**src/hw/soc_bus_pkg.sv**
```systemverilog
package soc_bus_pkg;

    // bus side types
    typedef logic [15:0] addr_t;  // byte address, covers the whole map
    typedef logic [63:0] data_t;
    typedef logic [31:0] word_t;  // one memory word

    // word memory region, rom and ram merged
    localparam addr_t MEM_BASE  = 16'h0000;
    localparam int    MEM_WORDS = 1024;
    localparam int    MEM_BYTES = MEM_WORDS * 4;
    localparam int    MEM_IDX_W = $clog2(MEM_WORDS);

    // sd sector window, byte wide
    localparam addr_t SEC_BASE  = 16'h2000;
    localparam int    SEC_BYTES = 512;
    localparam int    SEC_IDX_W = $clog2(SEC_BYTES);

    // single address registers
    localparam addr_t KEY_ADDR      = 16'h3000;
    localparam addr_t SD_ADDR_ADDR  = 16'h3008;
    localparam addr_t SD_READ_ADDR  = 16'h3010;
    localparam addr_t SD_READY_ADDR = 16'h3018;
    localparam addr_t SD_AVAIL_ADDR = 16'h3020;

    // register write select, sequencer to io_regs
    localparam logic [1:0] REG_SD_SECTOR = 2'd1;
    localparam logic [1:0] REG_SD_READ   = 2'd2;

    typedef enum logic [1:0] {
        SZ_BYTE,
        SZ_HALF,
        SZ_WORD,
        SZ_DOUBLE  // two words, low word at the lower address
    } size_e;

    // decoded target of a request
    typedef enum logic [2:0] {
        RGN_NONE,  // unmapped
        RGN_MEM,
        RGN_SEC,
        RGN_KEY,
        RGN_SD_ADDR,
        RGN_SD_READ,
        RGN_READY,
        RGN_AVAIL
    } region_e;

    typedef struct packed {
        logic  wr;     // 1 = store
        size_e size;
        addr_t addr;
        data_t wdata;
    } bus_req_t;

    typedef struct packed {
        data_t data;
        logic  err;    // unmapped address
    } bus_rsp_t;

    typedef struct packed {
        logic [MEM_IDX_W-1:0] idx;
        logic                 we;
        logic [3:0]           mask;  // byte lanes, bit 0 = bits 7:0
        word_t                wdata;
    } ram_cmd_t;

endpackage

```
**src/hw/sector_buffer.sv**
```systemverilog
`timescale 1ns/1ps

module sector_buffer (
    input  logic                              CLOCK_50,
    input  logic                              wr_en,
    input  logic [soc_bus_pkg::SEC_IDX_W-1:0] wr_index,
    input  logic [7:0]                        wr_byte,
    input  logic [soc_bus_pkg::SEC_IDX_W-1:0] rd_index,
    output logic [7:0]                        rd_byte
);

    logic [7:0] store [soc_bus_pkg::SEC_BYTES];  // one sd sector

    // stream side
    always_ff @(posedge CLOCK_50) begin
        if (wr_en) begin
            store[wr_index] <= wr_byte;
        end
    end

    // bus side, one cycle latency
    always_ff @(posedge CLOCK_50) begin
        rd_byte <= store[rd_index];
    end

endmodule

```
**config.mk**
```make
export PLATFORM = sky130hd
export DESIGN_NAME = sector_buffer
export DESIGN_NICKNAME = d
export VERILOG_FILES = /design/src/hw/soc_bus_pkg.sv /design/src/hw/sector_buffer.sv
export SDC_FILE = /design/constraint.sdc
export NUM_CORES = 2
export LEC_CHECK = 0
export BUFFER_PORTS_ARGS = -buffer_cell sky130_fd_sc_hd__buf_4
export CAP_MARGIN = 20
export CORE_MARGIN = 3
export CORE_UTILIZATION = 40
export CTS_BUF_LIST = sky130_fd_sc_hd__clkbuf_8
export CTS_CLUSTER_SIZE = 16
export DETAILED_ROUTE_END_ITERATION = 7
export REMOVE_ABC_BUFFERS = 1
export SETUP_SLACK_MARGIN = 0.3
export SYNTH_ARGS = -nofsm -noshare
export SYNTH_HDL_FRONTEND = slang
export SYNTH_SLANG_ARGS = --single-unit
```
**constraint.sdc**
```tcl
create_clock -name CLOCK_50 -period 7.3 [get_ports CLOCK_50]
set_clock_uncertainty 0.2 [all_clocks]
set_input_delay 0.73 -clock CLOCK_50 [delete_from_list [all_inputs] [get_ports CLOCK_50]]
set_output_delay 0.73 -clock CLOCK_50 [all_outputs]
set_load 0.005 [all_outputs]
```
==> impl_metrics.toml <==
[final_layout]
final_nets = 8408
final_area_um2 = 178000
drive_above_1_share = 0.188
final_util = 0.447
syn_to_final_growth_pct = 11.1

[drt]
dr.first_iter.drc_count = 9396
drc = 0
wirelength_mm = 425
dr.pass1.iters = 7
final_antenna_net_count = 0
vias = 82400
wl_per_cell_um = 30.1
viasPerCell = 5.83

[die]
core_area_um2 = 397000
start_util = 0.403
pin_count = 36
num_rows = 231
die_h_um = 638
dieArea_um2 = 407000
die_width_um = 638

[place]
numPortBuffers = 35
place_ws_ns = 2.01
place_congestion = 0.855
placed_cell_area_um2 = 166000
dpl.hpwl_mm = 248

[timing]
slew_headroom = 0.128
hold_viol_final = 0
min_period_ns = 4.44
rsz0062_at_grt = "false"
fmax_mhz = 225
worst_slack_ns = 2.86
fin_crit_sh = 0.608
drv_slew = 0
worstMarginPinSlew_ns = 1.31
fin_setup_tns_ns = 0
setup_viol_count_final = 0

[pwr]
power-per-cell-area_nw_per_um2 = 260
comb_power_share = 0.051
ir_worst_vdd_mv = 0.184
sw_frac_of_total = 0.231
seqPwrFrac = 0.563
switching_power_mw = 10.7
leakagePower_nw = 56.2
p_total_mw = 46.2
p_int_mw = 35.5
pwr-share-clk = 0.386

[setup_path]
end_kind = "register"
critPathLaunchType = "primary input"
worstPathMaxFanout = 35
critPathKind = "primary input to register"
required_ns = 8.14
cp.arrival_ns = 5.28

[clock_network]
cts_setup_buffers = 0
clock_path_buffers = 4
cts_tree = "done"
clk_pin_slew_worst_paths_ns = 0.06
cts_resized = 0
clk_latency_ns = 1.19
cts.root.buffer_cell = "clkbuf_8"
cts_sinks = 4104
cts_inserted_buffers = 658
cts_htree_levels = 6

[logic_synthesis]
synth.ff_latch_count = 4104
synth_area_leaders = "edfxtp_1 (77%), mux4_2 (9.2%), mux2i_1 (5.0%)"
synth_top_area_frac = 0.769
synth_most_common_cell = "edfxtp_1"
yosysSeqAreaShare = 0.770
avgSynthCellArea_um2 = 19.9
netlist-cell-type-count = 51
synth_area_um2 = 160000
synth_cells = 8030
synth_edf_count = 4096
async_reset_ff_frac = 0
synth_commonest_cells = "edfxtp_1 (4096), mux2i_1 (797), mux4_2 (654), nor2_1 (597), o221ai_1 (371)"
yosysTopAreaCell = "edfxtp_1"
ys_warn_count = 0
synthFlopType = "edfxtp_1"

[global_routing]
antenna_found_initial = 21
grt_max_degree = 205
grt_pass1_vias = 83600
track_usage = 0.205
grt_pass1_wl_mm = 610
globalRouteOverflowTotal = 0

[status]
run_status = "finished, final reports clean"

[min_path]
hp-class = "primary input to register"

[run]
drv_cap = 0
## stage by stage
step / instances / hold WS (ns)
finish: 14100 / 0.172
global route: 14100 / 0.147
CTS: 14100 / 0.0588
detailed placement: 12900 / 0.871
global placement: 12900 / 0.870
floorplan: 7517 / 0.629
## cells by family (layout without fill, tap and decap cells)
family | Yosys count | after routing | synth area share
other | 0 | 16 | 0
AOI/OAI and AO/OA | 979 | 979 | 0.0431
DFF | 4104 | 4104 | 0.770
buffers and inverters | 516 | 1355 | 0.0185
and+or+nand+nor | 980 | 980 | 0.0263
muxes | 1451 | 1451 | 0.142
## critical path, stage by stage
cell	delay, ns
dlygate4sd3_1	0.56
buf_4	0.56
and3_2	0.31
buf_4	0.54
nand2_2	0.57
buf_4	0.43
a21oi_1	0.29
nor3_1	0.12
nand4_1	0.28
nand2_1	0.41
o2111a_1	0.38
## area by class of cell
class	instances	area, um^2
diodes	16	40.0
clock buffers	667	9180
clock inverters	482	2500
fillers	33900	219000
inverters	3	18.8
multi-input cells	3410	34000
flip-flops and latches	4104	123000
well taps	5242	6560
repair buffers	203	2200
## sequential cells by signal, indices dropped and copies added (netlist names)
signal,flops
store,4096
rd_byte,8
## power groups by stage
stage	combinational [mW]	clock, mW	sequential, mW
after floorplan	0.904	0	26.5
after global placement	2.31	0	26.5
after detailed placement	2.35	0	26.5
after CTS	2.36	18.2	26.0
after global routing	2.46	19.3	26.0
final	2.34	17.8	26.0
## placed cells by master (no fill, tap or decap), types with 108 or more instances in the layout
cell / count
a21oi_1: 194
buf_4: 132
clkbuf_8: 668
clkinv_1: 155
edfxtp_1: 4096
inv_1: 219
mux2i_1: 797
mux4_2: 654
nor2_1: 596
nor3_1: 108
o21ai_0: 116
o221ai_1: 371
o22ai_1: 163
## worst paths after layout
check	slack, ns	endpoint	start	cells past startpoint
worst min register to register	0.89	rd_byte[7]	store[152][7]	4
worst max register to register	3.74	rd_byte[7]	store[58][7]	8
worst max-delay path	2.86	rd_byte[5]	rd_index[3]	11
worst min-delay path	0.17	store[8][5]	wr_index[2]	4
## per-layer routing
layer  share of wire  track usage
met1            0.40        0.278
met2            0.49        0.334
met3           0.076       0.0352
met4           0.036       0.0752
met5         0.00010            0
## timing repair
action,CTS,global route
hold buffers,9,0
endpoints found under the hold margin,675,0
endpoints found under the setup margin,0,0
Note: power is estimated with default switching activity, not from simulation.
