`src/hw/soc_bus_pkg.sv`:
```
package soc_bus_pkg;

    // bus side types
    typedef logic [15:0] addr_t;  // byte address, covers the whole map
    typedef logic [63:0] data_t;
    typedef logic [31:0] word_t;  // one memory word

    // word memory region, rom and ram merged
    localparam addr_t MEM_BASE  = 16'h0000;
    localparam int    MEM_WORDS = 1024;
    localparam int    MEM_BYTES = MEM_WORDS * 4;
    localparam int    MEM_IDX_W = $clog2(MEM_WORDS);

    // sd sector window, byte wide
    localparam addr_t SEC_BASE  = 16'h2000;
    localparam int    SEC_BYTES = 512;
    localparam int    SEC_IDX_W = $clog2(SEC_BYTES);

    // single address registers
    localparam addr_t KEY_ADDR      = 16'h3000;
    localparam addr_t SD_ADDR_ADDR  = 16'h3008;
    localparam addr_t SD_READ_ADDR  = 16'h3010;
    localparam addr_t SD_READY_ADDR = 16'h3018;
    localparam addr_t SD_AVAIL_ADDR = 16'h3020;

    // register write select, sequencer to io_regs
    localparam logic [1:0] REG_SD_SECTOR = 2'd1;
    localparam logic [1:0] REG_SD_READ   = 2'd2;

    typedef enum logic [1:0] {
        SZ_BYTE,
        SZ_HALF,
        SZ_WORD,
        SZ_DOUBLE  // two words, low word at the lower address
    } size_e;

    // decoded target of a request
    typedef enum logic [2:0] {
        RGN_NONE,  // unmapped
        RGN_MEM,
        RGN_SEC,
        RGN_KEY,
        RGN_SD_ADDR,
        RGN_SD_READ,
        RGN_READY,
        RGN_AVAIL
    } region_e;

    typedef struct packed {
        logic  wr;     // 1 = store
        size_e size;
        addr_t addr;
        data_t wdata;
    } bus_req_t;

    typedef struct packed {
        data_t data;
        logic  err;    // unmapped address
    } bus_rsp_t;

    typedef struct packed {
        logic [MEM_IDX_W-1:0] idx;
        logic                 we;
        logic [3:0]           mask;  // byte lanes, bit 0 = bits 7:0
        word_t                wdata;
    } ram_cmd_t;

endpackage

```
`src/hw/io_regs.sv`:
```
`timescale 1ns/1ps

module io_regs (
    input  logic        CLOCK_50,
    input  logic        KEY0,
    input  logic        key_strobe,
    input  logic [7:0]  key_ascii,
    input  logic        irq_ack,
    input  logic        reg_wr,
    input  logic [1:0]  reg_sel,
    input  logic [31:0] reg_wdata,
    output logic [7:0]  key_code,
    output logic        irq,
    output logic [31:0] sd_sector,
    output logic        sd_rd_start
);

    // keyboard latch and interrupt
    always_ff @(posedge CLOCK_50 or negedge KEY0) begin
        if (!KEY0) begin
            key_code <= 8'd0;
            irq      <= 1'b0;
        end else begin
            if (key_strobe) begin
                key_code <= key_ascii;  // last key, also zero codes
            end
            if (key_strobe && key_ascii != 8'd0) begin
                irq <= 1'b1;  // new key wins over a same-cycle ack
            end else if (irq_ack) begin
                irq <= 1'b0;
            end
        end
    end

    // sd sector address and read trigger
    always_ff @(posedge CLOCK_50 or negedge KEY0) begin
        if (!KEY0) begin
            sd_sector   <= 32'd0;
            sd_rd_start <= 1'b0;
        end else begin
            sd_rd_start <= reg_wr && (reg_sel == soc_bus_pkg::REG_SD_READ);  // one cycle
            if (reg_wr && reg_sel == soc_bus_pkg::REG_SD_SECTOR) begin
                sd_sector <= reg_wdata;
            end
        end
    end

endmodule

```
`config.mk`:
```
export PLATFORM = sky130hd
export DESIGN_NAME = io_regs
export DESIGN_NICKNAME = d
export VERILOG_FILES = /design/src/hw/soc_bus_pkg.sv /design/src/hw/io_regs.sv
export SDC_FILE = /design/constraint.sdc
export NUM_CORES = 1
export LEC_CHECK = 0
export BUFFER_PORTS_ARGS = -buffer_cell sky130_fd_sc_hd__buf_2
export CAP_MARGIN = 25
export CORE_ASPECT_RATIO = 0.6
export CORE_UTILIZATION = 40
export DETAILED_ROUTE_END_ITERATION = 8
export HOLD_SLACK_MARGIN = 0.08
export PLACE_DENSITY = 0.73
export SYNTH_ARGS = -nofsm -noshare
export SYNTH_HDL_FRONTEND = slang
export SYNTH_SLANG_ARGS = --single-unit
```
`constraint.sdc`:
```
create_clock -name CLOCK_50 -period 1.2 [get_ports CLOCK_50]
set_clock_uncertainty 0.2 [all_clocks]
set_input_delay 0.36 -clock CLOCK_50 [delete_from_list [all_inputs] [get_ports CLOCK_50]]
set_output_delay 0.36 -clock CLOCK_50 [all_outputs]
set_load 0.01 [all_outputs]
```
==> flow_summary.json, run 1 <==
{
  "synthXorXnorAreaFrac_pct": 0,
  "arrival_ns": 0.83,
  "violations": "negative setup slack",
  "synth_compound_area_share_pct": 0.625,
  "num_vias": 1149,
  "drive_above_1_share_pct": 76.3,
  "crit_chain": "buf_2",
  "cellInternalPower_mw": 2.77,
  "final_cell_mix": "buf_2, dfrtp_1, mux2_2",
  "synthAdderAreaFrac_pct": 0,
  "vias_per_cell": 4.69,
  "report.final.slew_viol_count": 0,
  "io_buffer_count": 88,
  "cp_num_cells": 1,
  "max-clock-path-buffers": 2,
  "cp_top_family": "flip-flops",
  "clock_power_share_pct": 29.2,
  "total_power_mw": 3.71,
  "start_kind": "flop",
  "grt_first_pass_wirelength_um": 5260,
  "wire_per_inst_um": 13.2,
  "multi_input_area_um2": 531,
  "hold_viol": 0,
  "fill_cells": 290,
  "postLayoutCellArea_um2": 2370,
  "drtIter0Drc": 14,
  "max_freq_ghz": 0.718,
  "power_frac_seq_pct": 47.5,
  "grt_util_all_layers_pct": 16.5,
  "max-slew-margin-rel_pct": 85.2,
  "end_kind": "primary output",
  "dp_hpwl_um": 2390,
  "grt_pass1_vias": 1196,
  "period_needed_ns": 1.39,
  "p_leak_nw": 1.22,
  "synth_top_family_by_area": "multiplexers",
  "cts_sinks": 42,
  "numCtsBuffers": 5,
  "tightest_slew_ns": 0.223,
  "dieWidth_um": 83.7,
  "die_h_um": 51.0,
  "dieArea_um2": 4270,
  "regArea_um2": 1050,
  "diodes": 0,
  "cp.required_ns": 0.64,
  "combPwrFrac_pct": 23.3,
  "clk_pin_slew_ns": 0.08,
  "syn-num-nets": 140,
  "cts_hold_buffers": 2,
  "layout_commonest_cell": "buf_2",
  "ioPinCount": 89,
  "crit_buf_inv": 1,
  "synthMuxAreaShare_pct": 28.1,
  "cts_max_level": 2,
  "p_switching_mw": 0.944,
  "ys_types": 11,
  "worst_path_max_delay_cell": "dfrtp_1",
  "finalSetupViolCount": 43,
  "finalWorstSetupSlack_ns": -0.193,
  "synth_warnings": 0,
  "clock_latency_ns": 0.29,
  "finalNetCount": 244,
  "period_share_pct": 116,
  "holdPathStages": 2,
  "dr.pass1.iters": 2,
  "syn2layout_area_growth_pct": 47.7,
  "wl_um": 3240,
  "core_um2": 3740,
  "synth-seq-area-share_pct": 65.6,
  "powerDensity_nw_per_um2": 1570,
  "ant_nets": 0,
  "antenna_found_initial": 0,
  "peakVddDrop_v": 0.000890,
  "routabilityCongestion": 0.684,
  "synth-simple-area-share_pct": 2.97,
  "cts_tree": "yes",
  "place_area_um2": 2130,
  "initial_core_util_pct": 42.8,
  "drc": 0,
  "min_path_type": "input pin to flop",
  "grt-ovfl-total": 0,
  "reg2reg_depth": 3,
  "rows": 17,
  "status": "finished, violations left",
  "criticalPathCategory": "flop to primary output",
  "swShare_pct": 25.4,
  "syn_area_um2": 1600,
  "ys_ff_latch": 42,
  "drv_cap": 0,
  "max_stage_delay_ns": 0.40,
  "cp_max_fo": 2,
  "tns_ns": -7.02,
  "grt_max_degree": 43,
  "cts-root-buf": "clkbuf_8",
  "grt_setup_unrepaired": "yes",
  "avgSynthCellArea_um2": 17.2,
  "synth_cells": 93
}
==> cell usage after synthesis <==
library cell	count	share of area, %
and3b_1	1	0.55
buf_2	1	0.31
buf_6	3	2.1
dfrtp_1	42	66
inv_1	1	0.23
mux2_1	2	1.4
mux2_2	38	27
nand3b_4	1	1.3
o21ai_1	2	0.63
or4_1	1	0.47
or4_4	1	0.70
==> flip-flops by register name, summed over array words and instances (netlist names) <==
register and flops:
irq 1, sd_rd_start 1, sd_sector 32, key_code 8
==> through the flow <==
step	instances	worst slack [ns]	utilization, %	hold WS [ns]
after floorplan	93	-0.171	-	-0.136
final	245	-0.193	63.2	0.0924
after global routing	245	-0.227	63.2	0.0754
after CTS	241	-0.197	61.4	0.0838
after detailed placement	227	-0.329	56.9	0.152
after global placement	227	-0.301	56.9	0.142
==> final timing paths <==
path	from	end	slack, ns
min reg2reg	sd_sector[0]	sd_sector[0]	0.30
max reg2reg	sd_sector[12]	sd_sector[12]	0.01
max in group asynchronous	KEY0	sd_sector[16]	0.23
min in group asynchronous	KEY0	key_code[7]	0.37
max	sd_sector[12]	sd_sector[12]	-0.19
min	reg_wdata[4]	sd_sector[4]	0.09
==> cell families (layout without fill, tap and decap cells) <==
family | count (synthesis) | after routing
AO/OA/AOI/OAI | 2 | 2
buffers and inverters | 5 | 110
flip-flops | 42 | 42
multiplexers | 40 | 40
AND/OR/NAND/NOR | 4 | 4
==> power groups by stage <==
stage | clock [mW] | combinational [mW] | sequential (mW)
after floorplan | 0 | 0.256 | 1.90
after global placement | 0 | 0.755 | 1.77
after detailed placement | 0 | 0.772 | 1.79
after CTS | 1.12 | 0.818 | 1.76
after global routing | 1.18 | 0.931 | 1.79
final | 1.09 | 0.864 | 1.76
==> timing repair <==
| item | in CTS | in global routing |
|---|---|---|
| hold endpoints to repair | 43 | 1 |
| endpoints found under the setup margin | 43 | 43 |
| gates resized for setup | 2 | 8 |
| buffers inserted | 4 | 4 |
| pin swaps | 3 | 2 |
==> metal layers <==
metal / routed length [um] / share of wire [%] / vias up / track usage (%)
li1: - / - / 531 / -
met1: 1380 / 43 / 570 / 18.4
met2: 1610 / 50 / 45 / 29.1
met3: 217 / 6.7 / 3 / 6.14
met4: 23 / 0.71 / 0 / 6.78
met5: 0 / 0 / - / 0
==> area by class of cell <==
type                       instances  share of cell area (%)
sequential                        42                    44.4
timing repair buffer             101                    25.9
multi-input combinational         46                    22.4
clock buffer                       5                    2.91
tap                               47                    2.49
clock inverter                     3                    1.69
inverter                           1                   0.159
(Power assumes the default switching activity.)
==> inputs of run 2 (changes only) <==
- CORE_MARGIN: unset -> 3
==> run 2 against run 1 <==
  * The flow still finishes with violations (negative setup slack)
  * Core utilization down 0.22 points
  * Combinational power is 2% higher
  * Sequential power barely moved
  * Maximum frequency is 0.83% higher
  * Register-to-register slack improved by 0.02 ns
  * Sequential share of layout area decreased by 0.094 points
  * Largest cell class unchanged
  * Highest routed layer unchanged
==> flow_summary.json, run 2 (same netlist as run 1, synthesis figures left out) <==
{
  "status": "finished, violations left",
  "violations": "negative setup slack",
  "cp_top_family": "flip-flops",
  "tightest_slew_ns": 0.222,
  "end_kind": "primary output",
  "dieWidth_um": 87.7,
  "finalNetCount": 245,
  "dp_hpwl_um": 2530,
  "hold_viol": 0,
  "cp_max_fo": 2,
  "max_stage_delay_ns": 0.39,
  "cp.required_ns": 0.64,
  "drtIter0Drc": 9,
  "period_needed_ns": 1.38,
  "numCtsBuffers": 5,
  "ant_nets": 0,
  "max-slew-margin-rel_pct": 85.2,
  "grt_util_all_layers_pct": 14.5,
  "drv_cap": 0,
  "criticalPathCategory": "flop to primary output",
  "final_util_pct": 63.0,
  "cts_tree": "yes",
  "period_share_pct": 115,
  "reg_top3": "sd_sector: 32 flops, key_code: 8 flops",
  "vias_per_cell": 4.63,
  "largest-register": "sd_sector",
  "die_h_um": 55.0,
  "wl_um": 3420,
  "rows": 17,
  "min_path_type": "input pin to flop",
  "wire_per_inst_um": 13.9,
  "antenna_found_initial": 0,
  "grt_setup_unrepaired": "yes",
  "ioPinCount": 89,
  "cts_sinks": 42,
  "dieArea_um2": 4820,
  "core_um2": 3760,
  "final_cell_mix": "buf_2, dfrtp_1, mux2_2",
  "finalSetupViolCount": 43,
  "drc": 0,
  "clock_latency_ns": 0.29,
  "total_power_mw": 3.70,
  "crit_buf_inv": 1,
  "max_freq_ghz": 0.724,
  "clk_pin_slew_ns": 0.08,
  "crit_chain": "buf_2",
  "syn2layout_area_growth_pct": 48.0,
  "grt-ovfl-total": 0,
  "start_kind": "flop",
  "initial_core_util_pct": 42.5,
  "grt_max_degree": 43,
  "cts-root-buf": "clkbuf_8",
  "finalWorstSetupSlack_ns": -0.182,
  "cts_max_level": 2,
  "layout_commonest_cell": "buf_2",
  "peakVddDrop_v": 0.000804,
  "routabilityCongestion": 0.791,
  "worst_path_max_delay_cell": "dfrtp_1",
  "num_vias": 1140,
  "drive_above_1_share_pct": 75.9,
  "diodes": 0,
  "pre_cts_slack_ns": -0.319,
  "powerDensity_nw_per_um2": 1560,
  "arrival_ns": 0.82,
  "p_leak_nw": 1.22,
  "max-clock-path-buffers": 2,
  "dr.pass1.iters": 3,
  "grt_first_pass_wirelength_um": 5020,
  "largest_register_ffs": 32,
  "worst_hold_slack_ns": 0.104,
  "grt_pass1_vias": 1127,
  "report.final.slew_viol_count": 0,
  "io_buffer_count": 88,
  "fill_cells": 284
}
## run 2: changes by cell type in the layout (fill, tap and decap cells not counted)
cell	change
o21ai_1	+1
buf_4	+3
o21ai_2	-1
buf_2	-2
mux2_4	-1
mux2_2	+1
## run 2: routing by layer
metal / wire length [um] / GRT usage [%]
met1: 1400 / 16.1
met5: 0 / 0
met3: 274 / 5.03
met2: 1710 / 25.6
met4: 35 / 6.63
## run 2: worst paths after layout
path	start	end	slack, ns	cells after the start
hold reg to reg	sd_sector[16]	sd_sector[16]	0.30	1
max in group asynchronous	KEY0	sd_sector[14]	0.22	3
setup reg to reg	sd_sector[26]	sd_sector[26]	0.03	3
min in group asynchronous	KEY0	sd_sector[27]	0.38	3
setup / recovery	sd_sector[8]	sd_sector[8]	-0.18	1
hold / removal	key_ascii[6]	key_code[6]	0.10	2
## run 2: power breakdown
part,internal (mW),switching [mW],leakage (nW)
sequential,1.65,0.112,0.496
clock,0.612,0.452,0.0579
combinational,0.516,0.362,0.665
total,2.78,0.926,1.22
## run 2: cell type report
class	instances	area (um2)	area share, %
Timing Repair Buffer	102	626	26.4
Multi-Input combinational cell	46	523	22.1
Clock buffer	5	68.8	2.90
Tap cell	47	58.8	2.48
Sequential cell	42	1050	44.3
Clock inverter	3	40.0	1.69
Inverter	1	3.75	0.158
## run 2: stage by stage
stage,std cells,TNS (ns),instance area [um2]
2_1_floorplan,93,-2.81,1610
3_3_place_gp,228,-7.12,2140
3_5_place_dp,228,-7.90,2140
4_1_cts,245,-7.44,2330
5_1_grt,246,-8.51,2370
6_report,246,-6.71,2370
## run 2: timing repair
action	CTS	global route
pin swaps	0	2
resized for setup	2	6
hold buffers	2	0
hold endpoints to repair	43	0
buffers inserted	7	1
setup endpoints to repair	43	43
