[src/hw/soc_bus_pkg.sv]
package soc_bus_pkg;

    // bus side types
    typedef logic [15:0] addr_t;  // byte address, covers the whole map
    typedef logic [63:0] data_t;
    typedef logic [31:0] word_t;  // one memory word

    // word memory region, rom and ram merged
    localparam addr_t MEM_BASE  = 16'h0000;
    localparam int    MEM_WORDS = 1024;
    localparam int    MEM_BYTES = MEM_WORDS * 4;
    localparam int    MEM_IDX_W = $clog2(MEM_WORDS);

    // sd sector window, byte wide
    localparam addr_t SEC_BASE  = 16'h2000;
    localparam int    SEC_BYTES = 512;
    localparam int    SEC_IDX_W = $clog2(SEC_BYTES);

    // single address registers
    localparam addr_t KEY_ADDR      = 16'h3000;
    localparam addr_t SD_ADDR_ADDR  = 16'h3008;
    localparam addr_t SD_READ_ADDR  = 16'h3010;
    localparam addr_t SD_READY_ADDR = 16'h3018;
    localparam addr_t SD_AVAIL_ADDR = 16'h3020;

    // register write select, sequencer to io_regs
    localparam logic [1:0] REG_SD_SECTOR = 2'd1;
    localparam logic [1:0] REG_SD_READ   = 2'd2;

    typedef enum logic [1:0] {
        SZ_BYTE,
        SZ_HALF,
        SZ_WORD,
        SZ_DOUBLE  // two words, low word at the lower address
    } size_e;

    // decoded target of a request
    typedef enum logic [2:0] {
        RGN_NONE,  // unmapped
        RGN_MEM,
        RGN_SEC,
        RGN_KEY,
        RGN_SD_ADDR,
        RGN_SD_READ,
        RGN_READY,
        RGN_AVAIL
    } region_e;

    typedef struct packed {
        logic  wr;     // 1 = store
        size_e size;
        addr_t addr;
        data_t wdata;
    } bus_req_t;

    typedef struct packed {
        data_t data;
        logic  err;    // unmapped address
    } bus_rsp_t;

    typedef struct packed {
        logic [MEM_IDX_W-1:0] idx;
        logic                 we;
        logic [3:0]           mask;  // byte lanes, bit 0 = bits 7:0
        word_t                wdata;
    } ram_cmd_t;

endpackage

[src/hw/sector_counter.sv]
`timescale 1ns/1ps

module sector_counter (
    input  logic                              CLOCK_50,
    input  logic                              KEY0,
    input  logic                              sd_byte_valid,
    output logic [soc_bus_pkg::SEC_IDX_W-1:0] wr_index,
    output logic                              wr_en,
    output logic                              sector_avail
);

    // every stream byte lands at the current index
    assign wr_en = sd_byte_valid;

    always_ff @(posedge CLOCK_50 or negedge KEY0) begin
        if (!KEY0) begin
            wr_index     <= '0;
            sector_avail <= 1'b0;
        end else if (sd_byte_valid) begin
            wr_index <= wr_index + 1'b1;  // wraps at SEC_BYTES, power of two
            if (&wr_index) begin
                sector_avail <= 1'b1;  // byte 511 just written
            end else if (wr_index == '0) begin
                // new fill started, old contents going away
                sector_avail <= 1'b0;
            end
        end
    end

endmodule

[config.mk]
export PLATFORM = sky130hd
export DESIGN_NAME = sector_counter
export DESIGN_NICKNAME = d
export VERILOG_FILES = /design/src/hw/soc_bus_pkg.sv /design/src/hw/sector_counter.sv
export SDC_FILE = /design/constraint.sdc
export NUM_CORES = 1
export LEC_CHECK = 0
export BUFFER_PORTS_ARGS = -buffer_cell sky130_fd_sc_hd__buf_4
export CAP_MARGIN = 10
export CORE_AREA = 4 4 41 43
export CTS_BUF_LIST = sky130_fd_sc_hd__clkbuf_2 sky130_fd_sc_hd__clkbuf_4 sky130_fd_sc_hd__clkbuf_8
export CTS_CLUSTER_DIAMETER = 60
export DETAILED_ROUTE_END_ITERATION = 7
export DIE_AREA = 0 0 45 47
export PLACE_DENSITY = 0.71
export SLEW_MARGIN = 30
export SYNTH_ARGS = -nofsm -noshare
export SYNTH_HDL_FRONTEND = slang
export SYNTH_SLANG_ARGS = --single-unit
[constraint.sdc]
create_clock -name CLOCK_50 -period 1.69 [get_ports CLOCK_50]
set_input_delay 0.0845 -clock CLOCK_50 [delete_from_list [all_inputs] [get_ports CLOCK_50]]
set_output_delay 0.0845 -clock CLOCK_50 [all_outputs]
set_load 0.02 [all_outputs]
==> results of run 1 <==
-- synth_stat cells --
master   instances
ha_1             3
nor2_2           1
nor4_1           1
a31oi_1          1
xor2_1           3
xnor2_1          4
and3_1           1
nand4_1          4
buf_4            2
dfrtp_1         10
o21ai_0          1
mux2_1           1
nand3_1          1
inv_1            2
mux2_2           1
nor3b_1          1
and4b_1          1
nor2_1           2
nand2_1          3
-- metal layers --
metal / part of all wire / wire, um / vias to the layer above / GRT usage
met2: 0.48 / 486 / 12 / 0.1864
li1: - / - / 183 / -
met3: 0.083 / 85 / 0 / 0.06513
met5: 0 / 0 / - / 0
met4: 0 / 0 / 0 / 0.01754
met1: 0.44 / 449 / 173 / 0.1265
-- placed cells by master, fill, tap and decap left out --
master / count
dfrtp_2: 1
a31oi_1: 1
mux2_1: 1
dlygate4sd3_1: 1
nor4_1: 1
xnor2_1: 4
o21ai_0: 1
nor3b_1: 1
nand4_1: 4
mux2_2: 1
ha_1: 3
clkbuf_8: 1
and3_1: 1
nor2_1: 2
and4b_1: 1
buf_4: 14
nand3_1: 1
xor2_1: 3
clkbuf_4: 3
dfrtp_1: 9
inv_1: 2
nand2_1: 3
nor2_2: 1
-- power groups by stage --
stage	sequential (mW)	clock [mW]	combinational (mW)
after floorplan	0.516	0	0.147
after global placement	0.420	0	0.431
after detailed placement	0.428	0	0.444
after CTS	0.424	0.223	0.447
after global routing	0.443	0.243	0.481
final	0.429	0.214	0.444
-- through the flow --
stage	utilization	instance area (um2)	worst slack, ns	cells	hold slack [ns]
after floorplan	-	490.5	0.05110	43	-0.2111
after global placement	0.4606	599.3	0.1181	70	-0.07908
after detailed placement	0.4606	599.3	0.07075	70	-0.07617
after CTS	0.4962	645.6	0.05165	75	0.08324
after global routing	0.4971	646.9	0.01171	75	0.09027
final	0.4971	646.9	0.1064	75	0.08567
-- final timing paths --
kind / from / endpoint / slack [ns] / cells after the start
min: sd_byte_valid / wr_index[0] / 0.09 / 2
max: wr_index[0] / sector_avail / 0.11 / 6
min in group asynchronous: KEY0 / wr_index[6] / 0.18 / 2
max in group asynchronous: KEY0 / wr_index[0] / 1.35 / 2
max reg2reg: wr_index[0] / sector_avail / 0.11 / 6
min reg2reg: sector_avail / sector_avail / 0.51 / 1
-- sequential cells by signal, indices dropped and copies added (netlist names) --
signal        count
wr_index          9
sector_avail      1
-- area by class of cell --
type	instances	area share
clock buffer	4	0.05609
inverter	2	0.01161
multi-input combinational	29	0.3366
sequential	10	0.3888
tap	15	0.02901
timing repair buffer	15	0.1779
-- cells by family (layout without fill, tap and decap cells) --
logic type / count (synthesis) / after routing / synth area share
AOI/OAI and AO/OA: 2 / 2 / 0.02296
DFF: 10 / 10 / 0.5102
xor gates and xnor gates: 7 / 7 / 0.1250
buffers and inverters: 4 / 21 / 0.04592
muxes: 2 / 2 / 0.04592
adders and majority gates: 3 / 3 / 0.07654
and+or+nand+nor: 15 / 15 / 0.1735
-- repair_timing --
| action | 4_1_cts | 5_1_grt |
|---|---|---|
| hold buffers | 1 | 0 |
| resized for setup | 0 | 1 |
| endpoints found under the hold margin | 10 | 0 |
| endpoints found under the setup margin | 0 | 1 |
-- critical path: stages, from the launching register on --
cell	delay (ns)
dfrtp_2	0.41
inv_1	0.05
ha_1	0.19
nor3b_1	0.13
and4b_1	0.18
a31oi_1	0.16
mux2_1	0.34
==> qor.csv, run 1 <==
stage,metric,value,unit
drt,DR DRC count,0,
cts,CTS Root Cell,clkbuf_4,
layout,antenna fix cells,0,
power,combinational share of power,0.409,
power,Leak,0.3293,nW
sta,Fin Setup TNS,0,ns
floorplanning,die area,0.002115,mm2
floorplanning,Initial Util,0.3769,
hold_path,Hold WC Path Type,input pin to register,
power,P_sw,0.4302,mW
logic_synthesis,Unique masters post-synth,19,
drt,routed len/inst,13.61,um
power,Total Power,1.087,mW
floorplanning,die width,45,um
floorplanning,# IOs,14,
power,PwrDens,1680,mW/mm2
global_route,Congestion Overflow GR,0,
drt,initial drt markers,4,
sta,fin crit period,1.584,ns
flow_run,maxcap violations,0,
global_route,largest net degree at the start of global routing,12,
critical_path,CP required,1.84,ns
global_route,vias in the first global route,373,
cts,CTS buffer count,3,
layout,FF+latch area,251.5,um2
layout,layout cells sized above 1,0.3500,
cts,clk buf depth,2,
critical_path,critical path endpoint category,register,
power,P_int,0.6565,mW
layout,Final nets,67,
cts,H-tree levels,1,
place,port buffer count,13,
logic_synthesis,Avg Inst Size Synth,11.41,um2
outcome,outcome,completed,
floorplanning,Die H,47,um
critical_path,Crit Path Category,register to register,
sta,Slew headroom,0.8094,
sta,Final Hold Vio Count,0,
critical_path,Startpoint Class,register,
sta,RSZ-0062 raised after global routing,false,
cts,Clock Latency Late Sink,0.26,ns
sta,Fmax,631.5,MHz
logic_synthesis,synth warn,0,
drt,via count,368,
sta,period utilization,0.9370,
drt,Pre-Repair DR Iteration Count,4,
place,RePlAce Congestion,0.6711,
layout,Area Overhead vs Synth,31.89,%
cts,Post-CTS Setup Repair Bufs,0,
cts,"CTS clk-pin slew, worst paths",0.07,ns
cts,clock sink total,10,
sta,Slew Limit Fails,0,
logic_synthesis,flop and latch count out of synthesis,10,
power,part of the power in registers,0.395,
sta,Final Skew,0.001334,ns
logic_synthesis,synthesized area,490.5,um2
critical_path,worst-path maximum fanout,5,
drt,vias per cell,4.907,
place,Final HPWL DP,763,um
logic_synthesis,Synth top area share,0.5102,
floorplanning,Row Count,13,
power,Sw Share,0.3959,
drt,Total Wirelength,1.021,mm
cts,CTS tree,built,
logic_synthesis,synthesized instance count,43,
sta,final setup vio count,0,
layout,area of the multi-input gates,217.7,um2
critical_path,WP data arrival,1.73,ns
logic_synthesis,net count after synthesis,49,
global_route,first-pass GRT wire length,1.642,mm
logic_synthesis,largest cells by area after synthesis,"dfrtp_1 51%, ha_1 7.7%, xnor2_1 7.1%, xor2_1 5.4%, nand4_1 5.1%",
floorplanning,core area,0.001301,mm2
logic_synthesis,sequential element share of the synthesized area,0.5102,
power,Clock power frac,0.197,
global_route,all-layer global routing usage,0.1117,
power,peak supply drop,0.001087,V
logic_synthesis,largest area contributor in the netlist,dfrtp_1,
global_route,antenna violations before repair,0,
drt,Post-DRT Antenna Nets,0,
sta,slew of the pin with the lowest slew margin,0.2832,ns
layout,fill count,135,
No activity file was read; power rests on OpenSTA's default activity.
==> run 2, diff against run 1 <==
RECOVER_POWER = 100   (was unset)
==> qor.csv, run 2 (synthesis gave the netlist of run 1 again) <==
stage,metric,value,unit
outcome,outcome,completed,
layout,fill count,144,
sta,Slew Limit Fails,0,
flow_run,maxcap violations,0,
floorplanning,die area,0.002115,mm2
layout,Layout Cells excl Fill,75,
critical_path,Worst path max stage delay,0.41,ns
cts,"CTS clk-pin slew, worst paths",0.07,ns
floorplanning,Row Count,13,
power,Total Power,1.008,mW
sta,Final Hold Vio Count,0,
sta,RSZ-0062 raised after global routing,false,
cts,H-tree levels,1,
critical_path,Crit Path Category,register to register,
floorplanning,die width,45,um
sta,slew of the pin with the lowest slew margin,0.5473,ns
critical_path,worst path cell trace,inv_1 > ha_1 > nor3b_1 > and4b_1 > a31oi_1 > mux2_1,
hold_path,Hold WC Path Type,input pin to register,
layout,Largest regs,"wr_index x9, sector_avail x1",
critical_path,CP max stage cell,dfrtp_2,
power,peak supply drop,0.0009972,V
critical_path,R2R Path Start,wr_index[0],
floorplanning,Initial Util,0.3769,
hold_path,hold endpoint,wr_index[0],
floorplanning,Die H,47,um
layout,Final nets,67,
place,port buffer count,13,
drt,Post-DRT Antenna Nets,0,
drt,routed len/inst,13.57,um
layout,Area Overhead vs Synth,21.43,%
critical_path,worst flop-to-flop path endpoint,sector_avail,
drt,vias per cell,4.893,
layout,antenna fix cells,0,
layout,post-route cell area,595.6,um2
floorplanning,# IOs,14,
critical_path,reg2reg path depth,6,
global_route,first-pass GRT wire length,1.642,mm
global_route,vias in the first global route,373,
cts,clk buf depth,2,
drt,Pre-Repair DR Iteration Count,4,
cts,clock sink total,10,
critical_path,critical path endpoint category,register,
global_route,largest net degree at the start of global routing,12,
sta,Fmax,632.7,MHz
place,Placement Setup Slack,0.07075,ns
drt,Total Wirelength,1.018,mm
power,PwrDens,1692,mW/mm2
layout,"Core Util, Final",0.4577,
layout,max reg flops,9,
critical_path,Startpoint Class,register,
place,Final HPWL DP,763,um
cts,CTS Root Cell,clkbuf_4,
power,Leak,0.2789,nW
critical_path,WP data arrival,1.73,ns
global_route,all-layer global routing usage,0.1117,
layout,most frequent cells in the layout,"13 x clkbuf_1, 9 x dfrtp_1, 4 x nand4_1, 4 x xnor2_1",
sta,worst hold slack,0.08423,ns
cts,CTS buffer count,3,
layout,layout cells sized above 1,0.1167,
drt,via count,367,
sta,Fin Setup TNS,0,ns
critical_path,worst-path maximum fanout,5,
place,placed inst area,599.3,um2
sta,final setup vio count,0,
global_route,antenna violations before repair,0,
sta,fin crit period,1.581,ns
sta,period utilization,0.9353,
critical_path,FF-to-FF setup slack,0.11,ns
place,Inst Count DP,70,
floorplanning,core area,0.001301,mm2
cts,CTS tree,built,
hold_path,Hold Path Depth,2,
layout,largest register by flop count,wr_index,
drt,DR DRC count,0,
critical_path,CP required,1.84,ns
cts,Clock Latency Late Sink,0.26,ns
drt,initial drt markers,8,
hold_path,hold path start,sd_byte_valid,
global_route,Congestion Overflow GR,0,
layout,"commonest non-fill, non-tap cell in the layout",clkbuf_1,
sta,worst setup margin,0.1094,ns
place,RePlAce Congestion,0.6711,
sta,Slew headroom,0.6351,
sta,Final Skew,0.001641,ns
==> run 2: timing repair <==
action	4_1_cts	5_1_grt
endpoints found under the hold margin	10	0
endpoints found under the setup margin	0	1
hold buffers	1	0
resized for setup	0	1
buffers inserted	0	0
==> run 2: power by group <==
part	internal, mW	switching [mW]	total (mW)
registers	0.320	0.107	0.427
logic	0.130	0.236	0.366
clock network	0.131	0.0836	0.214
total	0.581	0.427	1.01
==> run 2: worst max-delay path: cells and delay by family, from the launching register on <==
family | cells | cell delay [ns]
DFF | 1 | 0.41
muxes | 1 | 0.34
and+or+nand+nor | 2 | 0.31
adders and majority gates | 1 | 0.19
AOI/OAI and AO/OA | 1 | 0.16
buffers and inverters | 1 | 0.05
==> run 2: layout make-up <==
cell class / count / area (um2) / area share
flip-flops and latches: 10 / 251.5 / 0.4223
multi-input cells: 29 / 215.2 / 0.3613
repair buffers: 15 / 66.31 / 0.1113
clock buffers: 4 / 36.28 / 0.06092
well taps: 15 / 18.77 / 0.03151
inverters: 2 / 7.507 / 0.01261
==> run 2: metal layers <==
layer / share of wire / up-vias / track usage
met2: 0.47 / 13 / 0.1864
met1: 0.46 / 170 / 0.1265
met3: 0.075 / 0 / 0.06513
li1: - / 184 / -
met4: 0 / 0 / 0.01754
met5: 0 / - / 0
==> run 2: worst max path at each step <==
| stage | from | to | slack (ns) | cells after the start |
|---|---|---|---|---|
| global route | wr_index[1] | sector_avail | 0.01 | 6 |
| floorplan | wr_index[0] | sector_avail | 0.05 | 6 |
| detailed placement | wr_index[0] | sector_avail | 0.07 | 6 |
| CTS | wr_index[0] | sector_avail | 0.05 | 6 |
| global placement | wr_index[0] | sector_avail | 0.12 | 6 |
| finish | wr_index[0] | sector_avail | 0.11 | 6 |
==> run 3, diff against run 2 <==
BUFFER_PORTS_ARGS = -buffer_cell sky130_fd_sc_hd__buf_2   (was -buffer_cell sky130_fd_sc_hd__buf_4)
==> qor.csv, run 3 (synthesis gave the netlist of run 1 again) <==
stage,metric,value,unit
global_route,all-layer global routing usage,0.1022,
place,placed inst area,566.8,um2
cts,Clock Latency Late Sink,0.26,ns
layout,"Core Util, Final",0.4452,
critical_path,critical path endpoint category,register,
sta,final setup vio count,0,
drt,Total Wirelength,905,um
drt,initial drt markers,6,
sta,worst setup margin,0.1157,ns
layout,most frequent cells in the layout,"13 x clkbuf_1, 9 x dfrtp_1, 4 x nand4_1, 4 x xnor2_1",
layout,fill count,148,
drt,DR DRC count,0,
global_route,met3 Resource Use GR,0.03448,
cts,"CTS clk-pin slew, worst paths",0.06,ns
floorplanning,die area,0.002115,mm2
flow_run,maxcap violations,0,
outcome,outcome,completed,
place,port buffer count,13,
power,peak supply drop,0.0007942,V
layout,antenna fix cells,0,
sta,Fmax,635.2,MHz
floorplanning,Row Count,13,
global_route,GRT Max-Usage Layer,met2,
floorplanning,core area,0.001301,mm2
global_route,first-pass GRT wire length,1.476,mm
layout,Final nets,67,
global_route,global-route track usage on met2,0.1497,
sta,slew of the pin with the lowest slew margin,0.5256,ns
cts,H-tree levels,1,
place,Placement Setup Slack,0.08561,ns
hold_path,hold path start,sd_byte_valid,
layout,largest register by flop count,wr_index,
drt,routed len/inst,12.23,um
layout,post-route cell area,579.3,um2
drt,vias per cell,4.973,
layout,Area Overhead vs Synth,18.11,%
layout,max reg flops,9,
critical_path,R2R Path Start,wr_index[0],
critical_path,Crit Path Category,register to register,
layout,layout cells sized above 1,0.1017,
cts,CTS tree,built,
sta,Slew Limit Fails,0,
floorplanning,Initial Util,0.3769,
power,Leak,0.2708,nW
layout,FF+latch area,251.5,um2
layout,area of the multi-input gates,215.2,um2
sta,RSZ-0062 raised after global routing,false,
sta,fin crit period,1.574,ns
critical_path,CP Launch Point,wr_index[0],
global_route,antenna violations before repair,0,
global_route,vias in the first global route,325,
sta,Final Skew,0.004124,ns
critical_path,worst flop-to-flop path endpoint,sector_avail,
power,PwrDens,1622,mW/mm2
critical_path,FF-to-FF setup slack,0.12,ns
sta,Fin Setup TNS,0,ns
drt,via count,368,
cts,clock sink total,10,
critical_path,Startpoint Class,register,
floorplanning,die width,45,um
hold_path,Hold WC Path Type,input pin to register,
global_route,Congestion Overflow GR,0,
cts,CTS buffer count,3,
cts,CTS Root Cell,clkbuf_4,
global_route,met1 global-route usage,0.1335,
critical_path,WP data arrival,1.71,ns
sta,Final Hold Vio Count,0,
sta,worst hold slack,0.2566,ns
drt,Pre-Repair DR Iteration Count,3,
critical_path,worst-path maximum fanout,5,
layout,Largest regs,"wr_index x9, sector_avail x1",
drt,Post-DRT Antenna Nets,0,
floorplanning,Die H,47,um
sta,period utilization,0.9315,
sta,Slew headroom,0.6496,
critical_path,reg2reg path depth,6,
layout,"commonest non-fill, non-tap cell in the layout",clkbuf_1,
cts,clk buf depth,2,
critical_path,CP required,1.83,ns
floorplanning,# IOs,14,
place,Final HPWL DP,680.3,um
place,RePlAce Congestion,0.6831,
critical_path,Setup crit end,sector_avail,
global_route,largest net degree at the start of global routing,12,
run 3: cell count changes in the layout (fill, tap and decap cells not counted), sizes merged:
| cell | delta |
|---|---|
| clkbuf | -1 |
run 3: per-layer routing:
layer	share of wire	up-vias
met5	0	-
met4	0	0
met3	0.059	0
met2	0.46	10
met1	0.48	173
li1	-	185
run 3: timing repair:
item	in CTS	in global routing
setup buffers	0	0
endpoints found under the setup margin	0	1
resized for setup	0	1
hold buffers	1	0
hold endpoints to repair	10	0
run 3: worst min path at each step:
stage | to | slack, ns | cells after the start
detailed placement | wr_index[0] | -0.04 | 1
floorplan | sector_avail | -0.21 | 0
CTS | wr_index[0] | 0.15 | 2
finish | wr_index[1] | 0.26 | 3
global route | wr_index[1] | 0.28 | 3
global placement | wr_index[4] | -0.04 | 1
run 3: layout make-up:
cell class	count	area share
Tap cell	15	0.03240
Clock buffer	3	0.03888
Multi-Input combinational cell	29	0.3715
Inverter	2	0.01296
Sequential cell	10	0.4341
Timing Repair Buffer	15	0.1102
run 3: worst max-delay path, stage by stage (launching register included):
cell and delay, ns:
dfrtp_2 0.41, inv_1 0.06, ha_1 0.19, nor3b_1 0.13, and4b_1 0.18, a31oi_1 0.16
mux2_1 0.33
run 3: power breakdown:
part | total, mW | leakage (nW) | switching, mW | internal (mW)
clock network | 0.156 | 0.0138 | 0.0743 | 0.0819
logic | 0.358 | 0.129 | 0.230 | 0.129
registers | 0.425 | 0.128 | 0.105 | 0.320
run 3: stage by stage:
step	instances	power, mW
2_1_floorplan	43	0.6632
3_3_place_gp	70	0.7999
3_5_place_dp	70	0.8152
4_1_cts	74	0.9778
5_1_grt	74	1.023
6_report	74	0.9395
